[config.mk]
export PLATFORM = sky130hd
export DESIGN_NAME = tc08_ctrl
export DESIGN_NICKNAME = d
export VERILOG_FILES = /design/src/hw/tc08_iot_pkg.sv /design/src/hw/tc08_tape_pkg.sv /design/src/hw/iot_regs.sv /design/src/hw/mark_window.sv /design/src/hw/word_assembler.sv /design/src/hw/tc08_ctrl.sv
export SDC_FILE = /design/constraint.sdc
export NUM_CORES = 1
export LEC_CHECK = 0
export ABC_CLOCK_PERIOD_IN_PS = 2000
export BUFFER_PORTS_ARGS = -buffer_cell sky130_fd_sc_hd__buf_4
export CAP_MARGIN = 25
export CORE_AREA = 2 2 76 78
export CTS_CLUSTER_SIZE = 10
export DETAILED_ROUTE_END_ITERATION = 6
export DIE_AREA = 0 0 78 80
export SLEW_MARGIN = 20
export SYNTH_ARGS = -nofsm -noshare
export SYNTH_HDL_FRONTEND = slang
export SYNTH_SLANG_ARGS = --single-unit
[constraint.sdc]
create_clock -name clk -period 2 [get_ports clk]
set_clock_uncertainty 0.1 [all_clocks]
set_input_delay 0.1 -clock clk [delete_from_list [all_inputs] [get_ports clk]]
set_output_delay 0.1 -clock clk [all_outputs]
set_load 0.03 [all_outputs]
[src/hw/tc08_iot_pkg.sv]
`default_nettype none

package tc08_iot_pkg;

	////////////////////////////////////////////////////////////
	// Bus widths.
	////////////////////////////////////////////////////////////

	localparam int WORD_W = 12;
	localparam int DEV_W  = 6;

	// Bit 0 is the most significant bit, as on the host.
	typedef logic [0:WORD_W-1] word_t;
	typedef logic [DEV_W-1:0]  dev_code_t;

	// Positions of the three IOT pulses in the pulse vector.
	localparam int IOP1 = 0;
	localparam int IOP2 = 1;
	localparam int IOP4 = 2;

	////////////////////////////////////////////////////////////
	// Status register A, in AC bit numbers.
	////////////////////////////////////////////////////////////

	localparam int SA_UNIT_MSB = 0;
	localparam int SA_UNIT_LSB = 2;
	localparam int SA_REV      = 3;  // Reverse direction.
	localparam int SA_GO       = 4;
	localparam int SA_FUNC_MSB = 6;
	localparam int SA_FUNC_LSB = 8;
	localparam int SA_ENI      = 9;  // Interrupt enable.
	localparam int SA_KEEP_EF  = 10; // Zero here clears EF on DTXA.
	localparam int SA_KEEP_DTF = 11; // Zero here clears DTF on DTXA.

	// Status register B.
	localparam int SB_EF     = 0;
	localparam int SB_TIM    = 5;
	localparam int SB_MF_MSB = 6;
	localparam int SB_MF_LSB = 8;
	localparam int SB_DTF    = 11;

	localparam logic [2:0] FUNC_READ_DATA = 3'o2;

endpackage

`default_nettype wire

[src/hw/tc08_tape_pkg.sv]
`default_nettype none

package tc08_tape_pkg;

	////////////////////////////////////////////////////////////
	// Tape data lines.
	////////////////////////////////////////////////////////////

	localparam int LINE_W = 3;

	// One line holds a bit from each of the three data tracks.
	typedef logic [LINE_W-1:0] line_t;

	localparam int LINES_PER_WORD = 4;

	////////////////////////////////////////////////////////////
	// Mark track.
	////////////////////////////////////////////////////////////

	localparam int MARK_W = 6;

	// Newest mark bit sits in bit 0.
	typedef logic [MARK_W-1:0] mark_t;

	// Start of the data area of a block.
	localparam mark_t MARK_DATA  = 6'o70;

	// End of the data area, ahead of the reverse checksum.
	localparam mark_t MARK_FINAL = 6'o73;

endpackage

`default_nettype wire

[src/hw/iot_regs.sv]
`timescale 1ns/1ps
`default_nettype none

module iot_regs #(
	parameter tc08_iot_pkg::dev_code_t DEV_A = 6'o76,
	parameter tc08_iot_pkg::dev_code_t DEV_B = 6'o77
) (
	input  wire                      clk,
	input  wire                      i_arst_n,
	input  wire [2:0]                i_iop,
	input  wire tc08_iot_pkg::dev_code_t i_dev_code,
	input  wire tc08_iot_pkg::word_t i_ac,
	input  wire                      i_timing_err,
	input  wire                      i_word_taken,
	input  wire                      i_wc_overflow,
	output tc08_iot_pkg::word_t      o_ac_data,
	output logic                     o_ac_drive,
	output logic                     o_ac_clear,
	output logic                     o_skip,
	output logic                     o_int_rq,
	output logic                     o_read_go,
	output logic [2:0]               o_ea,
	output logic [2:0]               o_unit,
	output logic                     o_go,
	output logic                     o_rev
);

	// Bits of AC that DTRA leaves at zero.
	localparam int SA_PAD = tc08_iot_pkg::WORD_W - 1 - tc08_iot_pkg::SA_ENI;

	logic sel_a;
	logic sel_b;
	logic dtra;
	logic dtca;
	logic dtxa;
	logic dtsf;
	logic dtrb;
	logic dtlb;

	logic [0:tc08_iot_pkg::SA_ENI] sta_q;
	logic [0:tc08_iot_pkg::SA_ENI] sta_d;
	logic [2:0]                    mf_q;
	logic                          tim_q;
	logic                          dtf_q;
	logic                          ef;
	logic                          flag_any;
	tc08_iot_pkg::word_t           stb;

	////////////////////////////////////////////////////////////
	// IOT decode.
	////////////////////////////////////////////////////////////

	assign sel_a = (i_dev_code == DEV_A);
	assign sel_b = (i_dev_code == DEV_B);

	assign dtra = sel_a & i_iop[tc08_iot_pkg::IOP1]; // Read status A.
	assign dtca = sel_a & i_iop[tc08_iot_pkg::IOP2]; // Clear status A.
	assign dtxa = sel_a & i_iop[tc08_iot_pkg::IOP4]; // XOR AC into status A.
	assign dtsf = sel_b & i_iop[tc08_iot_pkg::IOP1]; // Skip on flag.
	assign dtrb = sel_b & i_iop[tc08_iot_pkg::IOP2]; // Read status B.
	assign dtlb = sel_b & i_iop[tc08_iot_pkg::IOP4]; // Load memory field.

	////////////////////////////////////////////////////////////
	// Status registers and flags.
	////////////////////////////////////////////////////////////

	// Clear comes first, so a combined pulse loads AC outright.
	always_comb begin
		sta_d = sta_q;
		if (dtca)
			sta_d = '0;
		if (dtxa)
			sta_d = sta_d ^ i_ac[0:tc08_iot_pkg::SA_ENI];
	end

	always_ff @(posedge clk or negedge i_arst_n) begin
		if (!i_arst_n) begin
			sta_q <= '0;
			mf_q  <= '0;
			tim_q <= 1'b0;
			dtf_q <= 1'b0;
		end else begin
			sta_q <= sta_d;

			if (dtlb)
				mf_q <= i_ac[tc08_iot_pkg::SA_FUNC_MSB:tc08_iot_pkg::SA_FUNC_LSB];

			// A new error wins over a clear in the same cycle.
			if (i_timing_err)
				tim_q <= 1'b1;
			else if (dtxa && !i_ac[tc08_iot_pkg::SA_KEEP_EF])
				tim_q <= 1'b0;

			if (i_word_taken && i_wc_overflow)
				dtf_q <= 1'b1; // Last word of the block went to memory.
			else if (dtxa && !i_ac[tc08_iot_pkg::SA_KEEP_DTF])
				dtf_q <= 1'b0;
		end
	end

	// Timing error is the only error source kept.
	assign ef       = tim_q;
	assign flag_any = ef | dtf_q;

	always_comb begin
		stb = '0;
		stb[tc08_iot_pkg::SB_EF]  = ef;
		stb[tc08_iot_pkg::SB_TIM] = tim_q;
		stb[tc08_iot_pkg::SB_MF_MSB:tc08_iot_pkg::SB_MF_LSB] = mf_q;
		stb[tc08_iot_pkg::SB_DTF] = dtf_q;
	end

	////////////////////////////////////////////////////////////
	// Results to the host.
	////////////////////////////////////////////////////////////

	// The host ORs o_ac_data into AC, after a clear when asked.
	always_comb begin
		o_ac_data = '0;
		if (dtra)
			o_ac_data = {sta_q, {SA_PAD{1'b0}}};
		else if (dtrb)
			o_ac_data = stb;
	end

	assign o_ac_drive = dtra | dtrb;
	assign o_ac_clear = dtrb;       // DTRB replaces AC.
	assign o_skip     = dtsf & flag_any;

	assign o_int_rq = sta_q[tc08_iot_pkg::SA_ENI] & flag_any;

	////////////////////////////////////////////////////////////
	// Transport and read path control.
	////////////////////////////////////////////////////////////

	assign o_unit = sta_q[tc08_iot_pkg::SA_UNIT_MSB:tc08_iot_pkg::SA_UNIT_LSB];
	assign o_rev  = sta_q[tc08_iot_pkg::SA_REV];
	assign o_go   = sta_q[tc08_iot_pkg::SA_GO];
	assign o_ea   = mf_q; // Memory field of the break cycles.

	assign o_read_go = sta_q[tc08_iot_pkg::SA_GO] &
		(sta_q[tc08_iot_pkg::SA_FUNC_MSB:tc08_iot_pkg::SA_FUNC_LSB] ==
		tc08_iot_pkg::FUNC_READ_DATA);

endmodule

`default_nettype wire

[src/hw/mark_window.sv]
`timescale 1ns/1ps
`default_nettype none

module mark_window (
	input  wire  clk,
	input  wire  i_arst_n,
	input  wire  i_line_strobe,
	input  wire  i_mark_bit,
	output logic o_window
);

	tc08_tape_pkg::mark_t shift_q;
	tc08_tape_pkg::mark_t shift_d;

	// Oldest bit falls off the top.
	assign shift_d = {shift_q[tc08_tape_pkg::MARK_W-2:0], i_mark_bit};

	////////////////////////////////////////////////////////////
	// Mark shift register and data area window.
	////////////////////////////////////////////////////////////

	always_ff @(posedge clk or negedge i_arst_n) begin
		if (!i_arst_n) begin
			shift_q  <= '0;
			o_window <= 1'b0;
		end else if (i_line_strobe) begin
			shift_q <= shift_d;

			// Decided on the window that includes this line's mark bit.
			if (shift_d == tc08_tape_pkg::MARK_DATA)
				o_window <= 1'b1;
			else if (shift_d == tc08_tape_pkg::MARK_FINAL)
				o_window <= 1'b0;
		end
	end

endmodule

`default_nettype wire

[src/hw/word_assembler.sv]
`timescale 1ns/1ps
`default_nettype none

module word_assembler (
	input  wire                        clk,
	input  wire                        i_arst_n,
	input  wire                        i_read_go,
	input  wire                        i_window,
	input  wire                        i_line_strobe,
	input  wire tc08_tape_pkg::line_t  i_line_data,
	input  wire                        i_brk_ack,
	output logic                       o_brk_rq,
	output tc08_iot_pkg::word_t        o_brk_data,
	output logic                       o_timing_err,
	output logic                       o_word_taken
);

	localparam int LINE_W = tc08_tape_pkg::LINE_W;
	localparam int LPW    = tc08_tape_pkg::LINES_PER_WORD;
	localparam int PART_W = (LPW - 1) * LINE_W; // Lines held before the last.
	localparam int CNT_W  = $clog2(LPW);

	localparam logic [CNT_W-1:0] CNT_LAST = CNT_W'(LPW - 1);

	logic                 reading;
	logic                 data_line;
	logic                 word_done;
	logic [CNT_W-1:0]     cnt_q;
	logic [PART_W-1:0]    part_q;
	tc08_iot_pkg::word_t  word_new;

	// Window state is the one from before this strobe.
	assign reading   = i_read_go & i_window;
	assign data_line = reading & i_line_strobe;
	assign word_done = data_line & (cnt_q == CNT_LAST);

	// First line ends up in the most significant bits.
	assign word_new = {part_q, i_line_data};

	////////////////////////////////////////////////////////////
	// Line counter and partial word.
	////////////////////////////////////////////////////////////

	always_ff @(posedge clk or negedge i_arst_n) begin
		if (!i_arst_n) begin
			cnt_q <= '0;
		end else if (!reading) begin
			cnt_q <= '0; // Drop any partial word.
		end else if (data_line) begin
			if (cnt_q == CNT_LAST)
				cnt_q <= '0;
			else
				cnt_q <= cnt_q + 1'b1;
		end
	end

	always_ff @(posedge clk or negedge i_arst_n) begin
		if (!i_arst_n)
			part_q <= '0;
		else if (data_line)
			part_q <= {part_q[PART_W-LINE_W-1:0], i_line_data};
	end

	////////////////////////////////////////////////////////////
	// Break buffer and handshake.
	////////////////////////////////////////////////////////////

	always_ff @(posedge clk or negedge i_arst_n) begin
		if (!i_arst_n)
			o_brk_rq <= 1'b0;
		else if (word_done)
			o_brk_rq <= 1'b1; // Stays up even when an ack retires the old word.
		else if (i_brk_ack)
			o_brk_rq <= 1'b0;
	end

	// The tape cannot wait, so a pending word is overwritten.
	always_ff @(posedge clk or negedge i_arst_n) begin
		if (!i_arst_n)
			o_brk_data <= '0;
		else if (word_done)
			o_brk_data <= word_new;
	end

	assign o_timing_err = word_done & o_brk_rq & ~i_brk_ack;
	assign o_word_taken = o_brk_rq & i_brk_ack;

endmodule

`default_nettype wire

[src/hw/tc08_ctrl.sv]
`timescale 1ns/1ps
`default_nettype none

module tc08_ctrl #(
	parameter tc08_iot_pkg::dev_code_t DEV_A = 6'o76, // Status A device.
	parameter tc08_iot_pkg::dev_code_t DEV_B = 6'o77  // Status B device.
) (
	input  wire                          clk,
	input  wire                          i_arst_n,

	// Host I/O bus.
	input  wire [2:0]                    i_iop,
	input  wire tc08_iot_pkg::dev_code_t i_dev_code,
	input  wire tc08_iot_pkg::word_t     i_ac,
	output tc08_iot_pkg::word_t          o_ac_data,
	output logic                         o_ac_drive,
	output logic                         o_ac_clear,
	output logic                         o_skip,
	output logic                         o_int_rq,

	// Data break.
	input  wire                          i_brk_ack,
	input  wire                          i_wc_overflow,
	output logic                         o_brk_rq,
	output tc08_iot_pkg::word_t          o_brk_data,
	output logic [2:0]                   o_ea,

	// Transport.
	output logic [2:0]                   o_unit,
	output logic                         o_go,
	output logic                         o_rev,
	input  wire                          i_line_strobe,
	input  wire tc08_tape_pkg::line_t    i_line_data,
	input  wire                          i_mark_bit
);

	logic read_go;
	logic window;
	logic timing_err;
	logic word_taken;

	////////////////////////////////////////////////////////////
	// IOT decode, status registers and AC return.
	////////////////////////////////////////////////////////////

	iot_regs #(
		.DEV_A (DEV_A),
		.DEV_B (DEV_B)
	) iot_regs_i (
		.clk           (clk),
		.i_arst_n      (i_arst_n),
		.i_iop         (i_iop),
		.i_dev_code    (i_dev_code),
		.i_ac          (i_ac),
		.i_timing_err  (timing_err),
		.i_word_taken  (word_taken),
		.i_wc_overflow (i_wc_overflow),
		.o_ac_data     (o_ac_data),
		.o_ac_drive    (o_ac_drive),
		.o_ac_clear    (o_ac_clear),
		.o_skip        (o_skip),
		.o_int_rq      (o_int_rq),
		.o_read_go     (read_go),
		.o_ea          (o_ea),
		.o_unit        (o_unit),
		.o_go          (o_go),
		.o_rev         (o_rev)
	);

	////////////////////////////////////////////////////////////
	// Read path.
	////////////////////////////////////////////////////////////

	mark_window mark_window_i (
		.clk           (clk),
		.i_arst_n      (i_arst_n),
		.i_line_strobe (i_line_strobe),
		.i_mark_bit    (i_mark_bit),
		.o_window      (window)
	);

	word_assembler word_assembler_i (
		.clk           (clk),
		.i_arst_n      (i_arst_n),
		.i_read_go     (read_go),
		.i_window      (window),
		.i_line_strobe (i_line_strobe),
		.i_line_data   (i_line_data),
		.i_brk_ack     (i_brk_ack),
		.o_brk_rq      (o_brk_rq),
		.o_brk_data    (o_brk_data),
		.o_timing_err  (timing_err),
		.o_word_taken  (word_taken)
	);

endmodule

`default_nettype wire

Word level (Yosys, flattened, before mapping)
Index checks and enable logic that the tools add are counted.
{"block": "totals", "regBits": 45, "elab_cells": 62, "out_inout_bits": 37, "inputBits": 30}
{"block": "op_classes", "reduce_logical": 10, "bitwise_logic": 19, "add_sub_neg": 1, "muxes": 15, "eq_ne": 7}
{"cell": "6-bit equality test (second input constant)", "n": 4}
{"cell": "12-bit 2-to-1 mux", "n": 2}
{"cell": "10-bit 2-to-1 mux", "n": 2}
{"cell": "1-bit AND", "n": 15}
{"cell": "10-bit bitwise XOR", "n": 1}
{"cell": "1-bit 2-to-1 mux", "n": 8}
{"cell": "2-bit nonzero test", "n": 4}
{"cell": "2-bit 2-to-1 mux", "n": 3}
{"cell": "3-bit by 2-bit equality test with 1-bit output (second input constant)", "n": 1}
{"cell": "1-bit logical AND", "n": 3}
{"cell": "2-bit by 1-bit adder with 2-bit output (second input constant)", "n": 1}
{"cell": "2-bit equality test (second input constant)", "n": 1}
{"cell": "1-bit zero test", "n": 2}
{"cell": "2-bit inequality test (second input constant)", "n": 1}
{"cell": "1-bit OR", "n": 2}
{"cell": "2-bit AND reduction", "n": 1}
{"cell": "1-bit inverter", "n": 1}

Logic depth before layout (Yosys ltp)
{"block": "logic_depth", "word_depth": 8, "ltp_mapped": 4, "ltp_nobuf": 4}

Cells and area by module
Synthesis repeated with hierarchy kept, for this count alone.
{"block": "hier_totals", "hier_cells": 201, "hier_area_um2": 2268.4}
{"mod": "iot_regs", "area_per_inst_um2": 1033.5, "seq_area_each_um2": 375.4, "n_inst": 1, "cells_per_inst": 124}
{"mod": "word_assembler", "area_per_inst_um2": 979.7, "seq_area_each_um2": 600.6, "n_inst": 1, "cells_per_inst": 59}
{"mod": "mark_window", "area_per_inst_um2": 255.2, "seq_area_each_um2": 150.1, "n_inst": 1, "cells_per_inst": 18}

Worst setup path before layout
Ideal clock, no wire load.
{"block": "synth_path", "kind": "flip-flop to flip-flop", "startpoint": "reg iot_regs_i.sta_q[8] (netlist bit)", "endpoint": "reg word_assembler_i.o_brk_data[10]", "stages_incl_launch_ff": 5, "setup_time_ps": 125, "required_ps": 1775, "path_buffers": 1, "setup_slack_ps": 445, "t_arrival_ps": 1330, "synth_period_minus_slack_ps": 1555, "cell_sequence": "dfrtp_1 > and4bb_2 > nand4_4 > buf_6 > mux2_4"}
{"block": "synth_via", "elab_chain_cells": 5}
{"item": "start, declared", "line_no": "iot_regs.sv:40", "source": "logic [0:tc08_iot_pkg::SA_ENI] sta_q;"}
{"item": "start signal, assigned", "line_no": "iot_regs.sv:83", "source": "sta_q <= sta_d;"}
{"item": "3-bit by 2-bit equality test with 1-bit output", "line_no": "iot_regs.sv:142", "source": "(sta_q[tc08_iot_pkg::SA_FUNC_MSB:tc08_iot_pkg::SA_FUNC_LSB] =="}
{"item": "1-bit AND", "line_no": "iot_regs.sv:141", "source": "assign o_read_go = sta_q[tc08_iot_pkg::SA_GO] &"}
{"item": "1-bit AND", "line_no": "word_assembler.sv:33", "source": "assign reading = i_read_go & i_window;"}
{"item": "1-bit AND", "line_no": "word_assembler.sv:34", "source": "assign data_line = reading & i_line_strobe;"}
{"item": "1-bit AND", "line_no": "word_assembler.sv:35", "source": "assign word_done = data_line & (cnt_q == CNT_LAST);"}
{"item": "end signal, assigned", "line_no": "word_assembler.sv:82", "source": "o_brk_data <= word_new;"}
{"item": "end, declared", "line_no": "word_assembler.sv:13", "source": "output tc08_iot_pkg::word_t o_brk_data,"}
Every way passes these cells.
A chain may end at the register's enable or synchronous reset.

Worst setup path after layout
{"block": "layout_path", "startpoint": "reg iot_regs_i.sta_q[8] (netlist bit)", "endpoint": "reg word_assembler_i.o_brk_data[7]"}
Same word-level chain as after synthesis.

==> summary.txt <==
Crit start category -> flop
Reg2reg end -> word_assembler_i.o_brk_data[7]$_DFFE_PN0P_
Hold Crit Class -> in -> reg
Area occupied by multi-input gates -> 911 um^2
Die Ht -> 80 um
P per Cell Area -> 630 nW/um^2
CTS sink cnt -> 45
Total CTS buffers -> 5
DRC errors left -> 0
Clk Latency, worst-skew pair -> 0.30 ns
WHS -> 0.0783 ns
Fin util -> 54.3%
Post-DR vias/cell -> 4.94
IO Count -> 67
Fraction of layout cells with a size suffix above 1 -> 42.6%
Max Buffers Root-to-Sink -> 2
Critical path capture point -> word_assembler_i.o_brk_data[7]$_DFFE_PN0P_
Number of global-route vias before repair -> 1653
Initial DRC count -> 43
Post-synthesis cell type count -> 36
Hold_buf cts -> 19
Synth Flop Type -> dfrtp_1
Clk Tree Root Cell -> clkbuf_8
Min cycle time layout -> 1.67 ns
N_diodes -> 0
Register Area -> 1130 um^2
Placed insts -> 302
Max FO, Critical Path -> 14
Final slew viol count -> 0
Critical path origin -> iot_regs_i.sta_q[8]$_DFF_PN0_
IO Port Bufs -> 65
Final non-filler cell total -> 328
Wire length of the first global-routing pass -> 7.87 mm
FF-to-FF Start -> iot_regs_i.sta_q[8]$_DFF_PN0_
# H-tree levels -> 2
Post-synth EDFFs -> 0
Setup bufs post-CTS -> 0
Die Wd -> 78 um
Status -> complete, no violations
Core area -> 5410 um^2
Slew margin rel. -> 62.5%
Worst Setup End Kind -> flop
VDD IR max -> 410 uV
Post-CTS Resized -> 0
Hold Violations, Final -> 0
Fill count -> 491
Post-Route WL -> 4.68 mm
Commonest non-fill, non-tap cell in the layout -> buf_4
RSZ-0062 raised after global routing -> no
Drt first pass iters -> 4
Final setup vio count -> 0
Avg Cell Area, Syn -> 12.4 um^2
GRT Util Overall -> 16.1%
Max-cap violations -> 0
GP Congestion -> 0.848
Pleak -> 1.45 nW
Finished Cell Area -> 2940 um^2
Synthesized area -> 2120 um^2
Dpl hpwl -> 3.27 mm
FFs w/ async S/R, synth -> 100%
Worst Reg2Reg Path Length in Cells -> 3
Grt total ovfl -> 0
Placed cell area -> 2660 um^2
Fin crit share -> 83.4%
Initial antenna violation count -> 0
Sequential element share of the synthesized area -> 53.2%
Die area -> 6240 um^2
Initial core utilization -> 39.2%
Peak Freq -> 0.599 GHz
Clk slew on worst S/H paths -> 0.08 ns
WS Path Type -> reg -> reg
Worst Tran Pin Value -> 0.563 ns
DRT antenna net count -> 0
Synthesis Warnings -> 0
Post-Syn Nets -> 202
Nets -> 287
Vias -> 1619
Seq cells post-synth -> 45
Register-to-register setup slack -> 0.33 ns
Synthesized instance count -> 171
CP required -> 2.09 ns
Row Count -> 27
Most frequent cells in the layout -> buf_4 (69), dfrtp_1 (45), mux2_2 (21), dlygate4sd3_1 (19), nand3_1 (18)
Final setup TNS -> 0 ns
Pin count of the biggest net entering global routing -> 46
WL/cell -> 14.3 um
Synth-to-Final Area Change -> 38.7%
CTS tree -> done
Critical Path AT -> 1.75 ns
## routing by layer
layer,up-vias,global-route usage [%],share of wire (%)
li1,779,-,-
met2,38,28.3,49
met1,796,19.4,45
met4,0,4.74,0.81
met5,-,0,0
met3,6,4.19,4.6
## report_power, final
part           total (mW)  switching (mW)  internal [mW]
Clock               0.540           0.300          0.241
Sequential           1.01          0.0449          0.969
Combinational       0.296           0.153          0.143
## stage by stage
step                      power (mW)  setup WS [ns]
after floorplan                 1.18          0.445
after global placement          1.30          0.341
after detailed placement        1.30          0.312
after CTS                       1.89          0.307
after global routing            1.95          0.252
final                           1.85          0.331
## worst min-delay path by stage
stage          cells past startpoint          start                              endpoint
2_1_floorplan                      0       i_arst_n          iot_regs_i.dtf_q$_DFFE_PN0P_
3_5_place_dp                       1       i_arst_n          iot_regs_i.dtf_q$_DFFE_PN0P_
5_1_grt                            2  i_line_strobe  mark_window_i.shift_q[0]$_DFFE_PN0P_
3_3_place_gp                       1       i_arst_n          iot_regs_i.dtf_q$_DFFE_PN0P_
4_1_cts                            2  i_line_strobe  mark_window_i.shift_q[2]$_DFFE_PN0P_
6_report                           2  i_line_strobe  mark_window_i.shift_q[2]$_DFFE_PN0P_
## critical path: stages, from the launching register on
cell and delay, ns:
dfrtp_1 0.40, and4bb_2 0.37, nand4_4 0.30, mux2_4 0.39
## layout make-up
class                      instances  area share [%]
sequential                        45            38.4
tap                               72            3.07
inverter                           4           0.512
timing repair buffer              88            24.1
clock inverter                     2           0.554
multi-input combinational        112            31.0
clock buffer                       5            2.34
## state kept, by name, summed over array words and instances, names as in the netlist
signal	cells
iot_regs_i.dtf_q	1
iot_regs_i.ef	1
iot_regs_i.o_ea	3
iot_regs_i.sta_q	10
mark_window_i.o_window	1
mark_window_i.shift_q	5
word_assembler_i.cnt_q	2
word_assembler_i.o_brk_data	12
word_assembler_i.o_brk_rq	1
word_assembler_i.part_q	9
## cells in the mapped netlist, types with 2 or more instances
cell type / number / area [um^2]
dfrtp_1: 45 / 1130
mux2_2: 21 / 236
nand3_1: 18 / 90.1
o21ai_0: 11 / 55.1
xor2_1: 10 / 87.6
mux2_4: 8 / 120
and2_1: 6 / 37.5
a21oi_1: 4 / 20.0
buf_4: 4 / 30.0
inv_1: 4 / 15.0
nand2_1: 4 / 15.0
nor3_1: 4 / 20.0
a32o_1: 3 / 30.0
buf_2: 3 / 15.0
and3_1: 2 / 12.5
nand3b_1: 2 / 15.0
nand4b_1: 2 / 17.5
nor2_1: 2 / 7.51
## kinds of logic (layout without fill, tap and decap cells)
kind of cell             count (synthesis)  after routing  synth area share [%]
flip-flops                              45             45                  53.2
AND/OR/NAND/NOR                         47             47                  13.9
adder cells (fa/ha/maj)                  1              1                 0.591
buffers and inverters                   14             99                  3.78
other                                    1              1                 0.177
AO/OA/AOI/OAI                           23             23                  6.86
XOR/XNOR                                10             10                  4.14
multiplexers                            30             30                  17.3
No activity file was read; power rests on OpenSTA's default activity.
